[src/verilog/pwm_pkg.sv]
`default_nettype none

package pwm_pkg;

	localparam int NUM_CH = 2;
	localparam int CH_W   = 1;

	typedef logic [31:0]     cnt_t;      // periods, thresholds, counters
	typedef logic [11:0]     step_t;     // heartbeat increment
	typedef logic [CH_W-1:0] ch_t;
	typedef logic [2:0]      reg_addr_t;

	// value 3 is unnamed and the channel treats it as off
	typedef enum logic [1:0] {
		MODE_OFF   = 2'd0,
		MODE_STD   = 2'd1,
		MODE_HEART = 2'd2
	} pwm_mode_e;

	typedef enum reg_addr_t {
		REG_MODE   = 3'd0,
		REG_PERIOD = 3'd1,
		REG_THR1   = 3'd2,
		REG_THR2   = 3'd3,
		REG_STEP   = 3'd4
	} reg_addr_e;

	// one channel's configuration for shadow and active copies alike
	typedef struct packed {
		pwm_mode_e mode;
		cnt_t      period;
		cnt_t      thr1;    // duty in std mode, start value in heartbeat
		cnt_t      thr2;    // heartbeat upper limit
		step_t     step;
	} pwm_cfg_t;

	// narrow registers take the low bits of data
	typedef struct packed {
		ch_t       ch;
		reg_addr_t addr;
		cnt_t      data;
	} wr_cmd_t;

endpackage

`default_nettype wire

[src/verilog/pwm_cfg_regs.sv]
`timescale 1ns/1ps
`default_nettype none

module pwm_cfg_regs (
	input  wire                                     clk_i,
	input  wire                                     rst_i,
	input  wire pwm_pkg::wr_cmd_t                   wr_cmd_i,
	input  wire                                     wr_valid_i,
	output logic                                    wr_ready_o,
	input  wire  [pwm_pkg::NUM_CH-1:0]              period_end_i,
	output pwm_pkg::pwm_cfg_t [pwm_pkg::NUM_CH-1:0] cfg_o,
	output logic [pwm_pkg::NUM_CH-1:0]              load_o
);

	import pwm_pkg::*;

	pwm_cfg_t [NUM_CH-1:0] shadow_q;
	pwm_cfg_t [NUM_CH-1:0] active_q;
	logic [NUM_CH-1:0]     pending_q;   // shadow holds writes not yet active
	logic [NUM_CH-1:0]     load_q;
	logic [NUM_CH-1:0]     wr_hit;
	logic [NUM_CH-1:0]     ch_off;
	logic [NUM_CH-1:0]     commit;
	logic                  ready_q;
	logic                  wr_fire;
	logic                  addr_ok;
	cnt_t                  wr_data;

	// ready drops only during reset
	always_ff @(posedge clk_i) begin
		if (rst_i) begin
			ready_q <= 1'b0;
		end else begin
			ready_q <= 1'b1;
		end
	end

	assign wr_fire = wr_valid_i & ready_q;
	assign wr_data = wr_cmd_i.data;
	assign addr_ok = (wr_cmd_i.addr <= REG_STEP); // unknown addresses are dropped

	always_comb begin
		for (int c = 0; c < NUM_CH; c++) begin
			wr_hit[c] = wr_fire && addr_ok && (wr_cmd_i.ch == ch_t'(c));

			// mode 3 counts as off here as well
			ch_off[c] = (active_q[c].mode != MODE_STD) &&
				(active_q[c].mode != MODE_HEART);

			// no commit in the load cycle so load stays a single pulse
			commit[c] = pending_q[c] && !load_q[c] && (period_end_i[c] || ch_off[c]);
		end
	end

	// one shadow field per address
	always_ff @(posedge clk_i) begin
		if (rst_i) begin
			shadow_q <= '0;
		end else begin
			for (int c = 0; c < NUM_CH; c++) begin
				if (wr_hit[c]) begin
					case (wr_cmd_i.addr)
						REG_MODE:   shadow_q[c].mode   <= pwm_mode_e'(wr_data[1:0]);
						REG_PERIOD: shadow_q[c].period <= wr_data;
						REG_THR1:   shadow_q[c].thr1   <= wr_data;
						REG_THR2:   shadow_q[c].thr2   <= wr_data;
						REG_STEP:   shadow_q[c].step   <= step_t'(wr_data[11:0]);
						default:    ;
					endcase
				end
			end
		end
	end

	// active copy changes only at a period boundary or while off
	always_ff @(posedge clk_i) begin
		if (rst_i) begin
			active_q <= '0;   // mode field 0 is off
		end else begin
			for (int c = 0; c < NUM_CH; c++) begin
				if (commit[c]) begin
					active_q[c] <= shadow_q[c];
				end
			end
		end
	end

	always_ff @(posedge clk_i) begin
		if (rst_i) begin
			pending_q <= '0;
			load_q    <= '0;
		end else begin
			// a write in the commit cycle stays pending for the next boundary
			pending_q <= (pending_q & ~commit) | wr_hit;
			load_q    <= commit;
		end
	end

	assign wr_ready_o = ready_q;
	assign cfg_o      = active_q;
	assign load_o     = load_q;

endmodule

`default_nettype wire

[src/verilog/pwm_channel.sv]
`timescale 1ns/1ps
`default_nettype none

module pwm_channel (
	input  wire                    clk_i,
	input  wire                    rst_i,
	input  wire pwm_pkg::pwm_cfg_t cfg_i,
	input  wire                    load_i,
	output logic                   period_end_o,
	output logic                   pwm_o
);

	import pwm_pkg::*;

	typedef enum logic [1:0] {
		ST_OFF,
		ST_STD,
		ST_HB_FIRST,   // copies thr1 into the running threshold
		ST_HB_RUN
	} state_e;

	state_e state_q;
	state_e state_d;
	state_e load_state;
	cnt_t   cnt_q;
	cnt_t   cnt_d;
	cnt_t   thr_q;     // running heartbeat threshold
	cnt_t   thr_d;
	cnt_t   last_cnt;
	logic   pwm_q;
	logic   pwm_d;
	logic   at_end;
	logic   running;
	logic   hb_wrap;

	assign last_cnt = cfg_i.period - cnt_t'(1);
	assign at_end   = (cnt_q == last_cnt);
	assign running  = (state_q == ST_STD) || (state_q == ST_HB_RUN);

	// threshold went past thr2 at the last period end
	assign hb_wrap = (state_q == ST_HB_RUN) && (thr_q > cfg_i.thr2);

	// entry state for the mode just loaded
	always_comb begin
		case (cfg_i.mode)
			MODE_STD:   load_state = ST_STD;
			MODE_HEART: load_state = ST_HB_FIRST;
			default:    load_state = ST_OFF;   // off and mode 3
		endcase
	end

	always_comb begin
		state_d = state_q;
		cnt_d   = cnt_q;
		thr_d   = thr_q;
		pwm_d   = 1'b0;

		if (load_i) begin
			// restart from the first state of the new mode
			state_d = load_state;
			cnt_d   = '0;
		end else begin
			case (state_q)
				ST_STD: begin
					if (at_end) begin
						cnt_d = '0;   // last cycle of the period stays low
					end else begin
						cnt_d = cnt_q + cnt_t'(1);
						pwm_d = (cnt_q < cfg_i.thr1);
					end
				end

				ST_HB_FIRST: begin
					thr_d   = cfg_i.thr1;
					state_d = ST_HB_RUN;
				end

				ST_HB_RUN: begin
					if (hb_wrap) begin
						// one low cycle before starting over from thr1
						cnt_d = '0;
						thr_d = cfg_i.thr1;
					end else if (at_end) begin
						cnt_d = '0;
						thr_d = thr_q + cnt_t'(cfg_i.step);
					end else begin
						cnt_d = cnt_q + cnt_t'(1);
						pwm_d = (cnt_q < thr_q);
					end
				end

				default: begin
					cnt_d = '0;   // output held low while off
				end
			endcase
		end
	end

	always_ff @(posedge clk_i) begin
		if (rst_i) begin
			state_q <= ST_OFF;
			cnt_q   <= '0;
			thr_q   <= '0;
			pwm_q   <= 1'b0;
		end else begin
			state_q <= state_d;
			cnt_q   <= cnt_d;
			thr_q   <= thr_d;
			pwm_q   <= pwm_d;
		end
	end

	assign period_end_o = (running && at_end) || hb_wrap;
	assign pwm_o        = pwm_q;

endmodule

`default_nettype wire

[src/verilog/pwm_top.sv]
`timescale 1ns/1ps
`default_nettype none

module pwm_top (
	input  wire                          clk_i,
	input  wire                          rst_i,
	input  wire pwm_pkg::wr_cmd_t        wr_cmd_i,
	input  wire                          wr_valid_i,
	output wire                          wr_ready_o,
	output wire [pwm_pkg::NUM_CH-1:0]    pwm_o
);

	import pwm_pkg::*;

	wire pwm_cfg_t [NUM_CH-1:0] cfg;         // active config per channel
	wire [NUM_CH-1:0]           load;
	wire [NUM_CH-1:0]           period_end;

	pwm_cfg_regs u_regs (
		.clk_i        (clk_i),
		.rst_i        (rst_i),
		.wr_cmd_i     (wr_cmd_i),
		.wr_valid_i   (wr_valid_i),
		.wr_ready_o   (wr_ready_o),
		.period_end_i (period_end),
		.cfg_o        (cfg),
		.load_o       (load)
	);

	// one generator per channel
	for (genvar i = 0; i < NUM_CH; i++) begin : g_ch
		pwm_channel u_ch (
			.clk_i        (clk_i),
			.rst_i        (rst_i),
			.cfg_i        (cfg[i]),
			.load_i       (load[i]),
			.period_end_o (period_end[i]),
			.pwm_o        (pwm_o[i])
		);
	end

endmodule

`default_nettype wire
[config.mk]
export PLATFORM = sky130hd
export DESIGN_NAME = pwm_top
export DESIGN_NICKNAME = d
export VERILOG_FILES = /design/src/verilog/pwm_pkg.sv /design/src/verilog/pwm_cfg_regs.sv /design/src/verilog/pwm_channel.sv /design/src/verilog/pwm_top.sv
export SDC_FILE = /design/constraint.sdc
export NUM_CORES = 2
export LEC_CHECK = 0
export ABC_AREA = 1
export ABC_CLOCK_PERIOD_IN_PS = 2500
export BUFFER_PORTS_ARGS = -buffer_cell sky130_fd_sc_hd__buf_4
export CORE_ASPECT_RATIO = 1.1
export CORE_MARGIN = 2
export CORE_UTILIZATION = 40
export CTS_BUF_LIST = sky130_fd_sc_hd__clkbuf_8 sky130_fd_sc_hd__clkbuf_16
export CTS_CLUSTER_DIAMETER = 80
export DETAILED_ROUTE_END_ITERATION = 10
export PLACE_DENSITY_LB_ADDON = 0.05
export SYNTH_ARGS = -nofsm -noshare
export SYNTH_HDL_FRONTEND = slang
export SYNTH_SLANG_ARGS = --single-unit
[constraint.sdc]
create_clock -name clk_i -period 2.5 [get_ports clk_i]
set_input_delay 0.5 -clock clk_i [delete_from_list [all_inputs] [get_ports clk_i]]
set_output_delay 0.5 -clock clk_i [all_outputs]
set_load 0.02 [all_outputs]
==> metrics <==
worst hold path type=input port to flip-flop; pin count of the biggest net entering global routing=approximately 100; Buffers on Ports=41; async set or reset register ratio after synthesis=0%; worst setup margin=-0.308 ns; drc violations=0; most frequent CP cell=nand2_1; Congestion Overflow GR=0; Crit. End Element=flip-flop; Vias=~34000; CTS tree=done; Final Util=54.0%; library cells used by synthesis=56; Avg Cell Area, Syn=about 6.8 µm²; Fin Clk Skew=around 0.028 ns; clock sink count=579; crit path launch type=flip-flop; Worst EP arrival=3.33 ns; Synth top area share=33.8%; critical setup path kind=flip-flop to flip-flop; RePlAce Congestion=roughly 0.94; Tcrit/Tclk final=112%; area of the multi-input gates=~22000 µm²; # Max-Cap Violations=0; Die W=283 µm; syn_nets=approximately 5300; All-Layer GR Usage=28.4%; CTS Buf Count=70; status=finished, violations left; PD cells=roughly 540 nW/µm²; final hold violations=0; RSZ-0062 raised after global routing=yes; Crit Path Max Fanout=9; count of pins over their slew limit=0; Slew @ Worst Pin=between 1 and 1.5 ns; post-route ant nets=0; vias in the first global route=roughly 33000; Fmax achieved=between 300 and 400 MHz; Clock Latency Late Sink=~0.64 ns; final net count=between 5000 and 6000; Avg WL per Cell=just under 20 µm; Rows=approximately 110; max incr delay on CP=0.36 ns; Ys Warns=0; share of cells above drive strength 1=roughly a quarter; fin crit period=2.81 ns; CTS Root Cell=clkbuf_16; Die H=roughly 310 µm; cell internal pwr=about 18 mW; mapped cell area=34300 µm²; commonest cells in the netlist=1004 x nand2_1, 683 x nor2_1, 579 x dfxtp_1, 528 x inv_1, 484 x a21oi_1; register area=11600 µm²; Die Area=between 80000 and 90000 µm²; post-synthesis register bit count=a little under 600; Clk network pwr share=roughly 43%; Setup Viol. Count Final=roughly 340; Reg power frac=38.7%; Ports=42; Required @ worst endpoint=between 3 and 4 ns; first-pass GRT wire length=~200000 µm; Worst slew margin=around a quarter; Buf/Inv on CP=7; most frequent cell after synthesis=nand2_1; Lkg Pwr=approximately 20 nW; Initial Util=40.4%; Initial DRT Pass Iterations=6; detail-routed via count per cell=just over 5; largest area contributor in the netlist=dfxtp_1; Iter 0 DRT Violations=2223; final WL=between 100000 and 150000 µm; Clock Path Buffers=3; Core Area=~85000 µm²; failing checks=negative setup slack; H-tree depth=3; Combinational Power Share=roughly 18%; synthesis-to-layout area growth=33.8%; Switching Share=between 20% and 30%; synth top area cells=dfxtp_1 34%, nand2_1 11%, ha_1 8.0%, nor2_1 7.5%, a21oi_1 7.1%; maximum vdd ir drop=between 0.5 and 0.6 mV; register area share after synthesis=approximately a third; EDFF count, synth=0; CP delay by family, top=simple AND/OR/NAND/NOR gates; Clock Pin Slew Worst Setup and Hold Paths=approximately 0.06 ns; Worst path slowest cell=dfxtp_4; cell chain of the critical path=inv_4 > ha_4 > nand3_4 > nor2_4 > buf_12 > nand2_4 > nor2_4 > buf_6 > nand2_1 > nand2_1 > nand2_2 > nand2_2 > inv_1 > nand2_1 > nor2_2 > nand4_1 > nand3_4 > nand2_4 > clkinv_8 > buf_12 > buf_16 > nor2_1 > nor2_1; diode count=0; hpwl dp=~93000 µm; Setup WS pre-CTS=-0.520 ns; initial antenna violation count=1; Post-Synthesis Cells=5015; Post-synth top flop=dfxtp_1; Fillers=about 8400; Psw=about 7 mW
==> path summary, 6_finish.rpt <==
path,from,end,slack (ns),cells past startpoint
min reg2reg,u_regs.shadow_q[131]$_SDFFE_PP0P_,u_regs.cfg_o[131]$_SDFFE_PP0P_,0.45,2
min,wr_cmd_i[18],u_regs.shadow_q[172]$_SDFFE_PP0P_,0.23,3
max,u_regs.cfg_o[77]$_SDFFE_PP0P_,u_regs.cfg_o[67]$_SDFFE_PP0P_,-0.31,23
max reg2reg,u_regs.cfg_o[77]$_SDFFE_PP0P_,u_regs.cfg_o[67]$_SDFFE_PP0P_,-0.31,23
==> cell usage in the layout, fill, tap and decap left out, types with 9 or more instances in the layout <==
| master | instances |
|---|---|
| nand2_4 | 65 |
| nand3_2 | 110 |
| buf_4 | 565 |
| a21oi_2 | 81 |
| or2_2 | 15 |
| inv_2 | 10 |
| dfxtp_2 | 20 |
| nor4_1 | 17 |
| nand2_1 | 888 |
| xnor2_1 | 37 |
| ha_1 | 214 |
| inv_1 | 534 |
| buf_12 | 59 |
| nand3_1 | 338 |
| buf_6 | 35 |
| o21ai_0 | 273 |
| nor2_1 | 602 |
| o21ai_1 | 9 |
| buf_16 | 20 |
| nand3_4 | 30 |
| nor3_1 | 66 |
| dfxtp_1 | 557 |
| o211ai_1 | 15 |
| a21oi_1 | 411 |
| nand4_1 | 111 |
| clkinv_2 | 11 |
| nor2_4 | 28 |
| clkbuf_16 | 85 |
| nand2_2 | 55 |
| nor2_2 | 70 |
| nand3b_1 | 26 |
| xor2_1 | 99 |
==> worst min-delay path, stage by stage <==
cell    delay [ns]
buf_4         0.17
nor2_1        0.07
nor2_1        0.09
==> cell type report <==
cell class / instances / area share [%]
multi-input cells: 3657 / 46.9
flip-flops and latches: 579 / 25.3
repair buffers: 701 / 14.9
inverters: 540 / 4.50
clock buffers: 78 / 4.08
well taps: 1140 / 3.11
clock inverters: 46 / 1.10
repair inverters: 1 / 0.0191
==> power groups by stage <==
stage | registers [mW] | logic, mW | clock network (mW)
6_report | 9.53 | 4.41 | 10.7
5_1_grt | 9.54 | 4.80 | 11.3
3_3_place_gp | 9.72 | 3.50 | 0
3_5_place_dp | 9.72 | 3.50 | 0
2_1_floorplan | 9.68 | 1.86 | 0
4_1_cts | 9.52 | 3.96 | 10.9
==> stage by stage <==
| stage | area [µm²] | total power [mW] | hold WS, ns | setup TNS, ns | std cells |
|---|---|---|---|---|---|
| after detailed placement | 39400 | 13.2 | 0.444 | -131.82 | 6503 |
| after global routing | 45900 | 25.6 | 0.217 | -113.54 | 6742 |
| after CTS | 43800 | 24.3 | 0.199 | -68.83 | 6691 |
| after floorplan | 34300 | 11.5 | 0.424 | 0 | 5015 |
| final | 45900 | 24.6 | 0.230 | -59.51 | 6742 |
| after global placement | 39400 | 13.2 | 0.438 | -130.43 | 6503 |
==> per-layer routing <==
metal / global-route usage (%) / up-vias / share of wire (%)
li1: - / 17515 / -
met1: 36.4 / 15987 / 44
met2: 49.6 / 696 / 49
met3: 2.67 / 203 / 3.6
met4: 9.70 / 0 / 3.8
met5: 0 / - / 0
==> kinds of logic after synthesis <==
group,Yosys count,share of synthesized area (%)
AOI/OAI and AO/OA,841,12.8
xor gates and xnor gates,144,3.72
adders and majority gates,222,8.15
buffers and inverters,781,9.47
DFF,579,33.8
and+or+nand+nor,2448,32.0
==> registers in the layout, summed over array words and instances (netlist names) <==
name	cells
g_ch.u_ch.cnt_q	64
g_ch.u_ch.pwm_o	2
g_ch.u_ch.state_q	4
g_ch.u_ch.thr_q	64
u_regs.cfg_o	220
u_regs.load_o	2
u_regs.pending_q	2
u_regs.shadow_q	220
u_regs.wr_ready_o	1
==> what timing repair did <==
item,in CTS,in global routing
gates resized for setup,235,394
endpoints found under the setup margin,354,354
pin swaps,64,111
gates cloned,26,19
setup buffers,39,45
hold buffers,0,0
No activity file was read; power rests on OpenSTA's default activity.
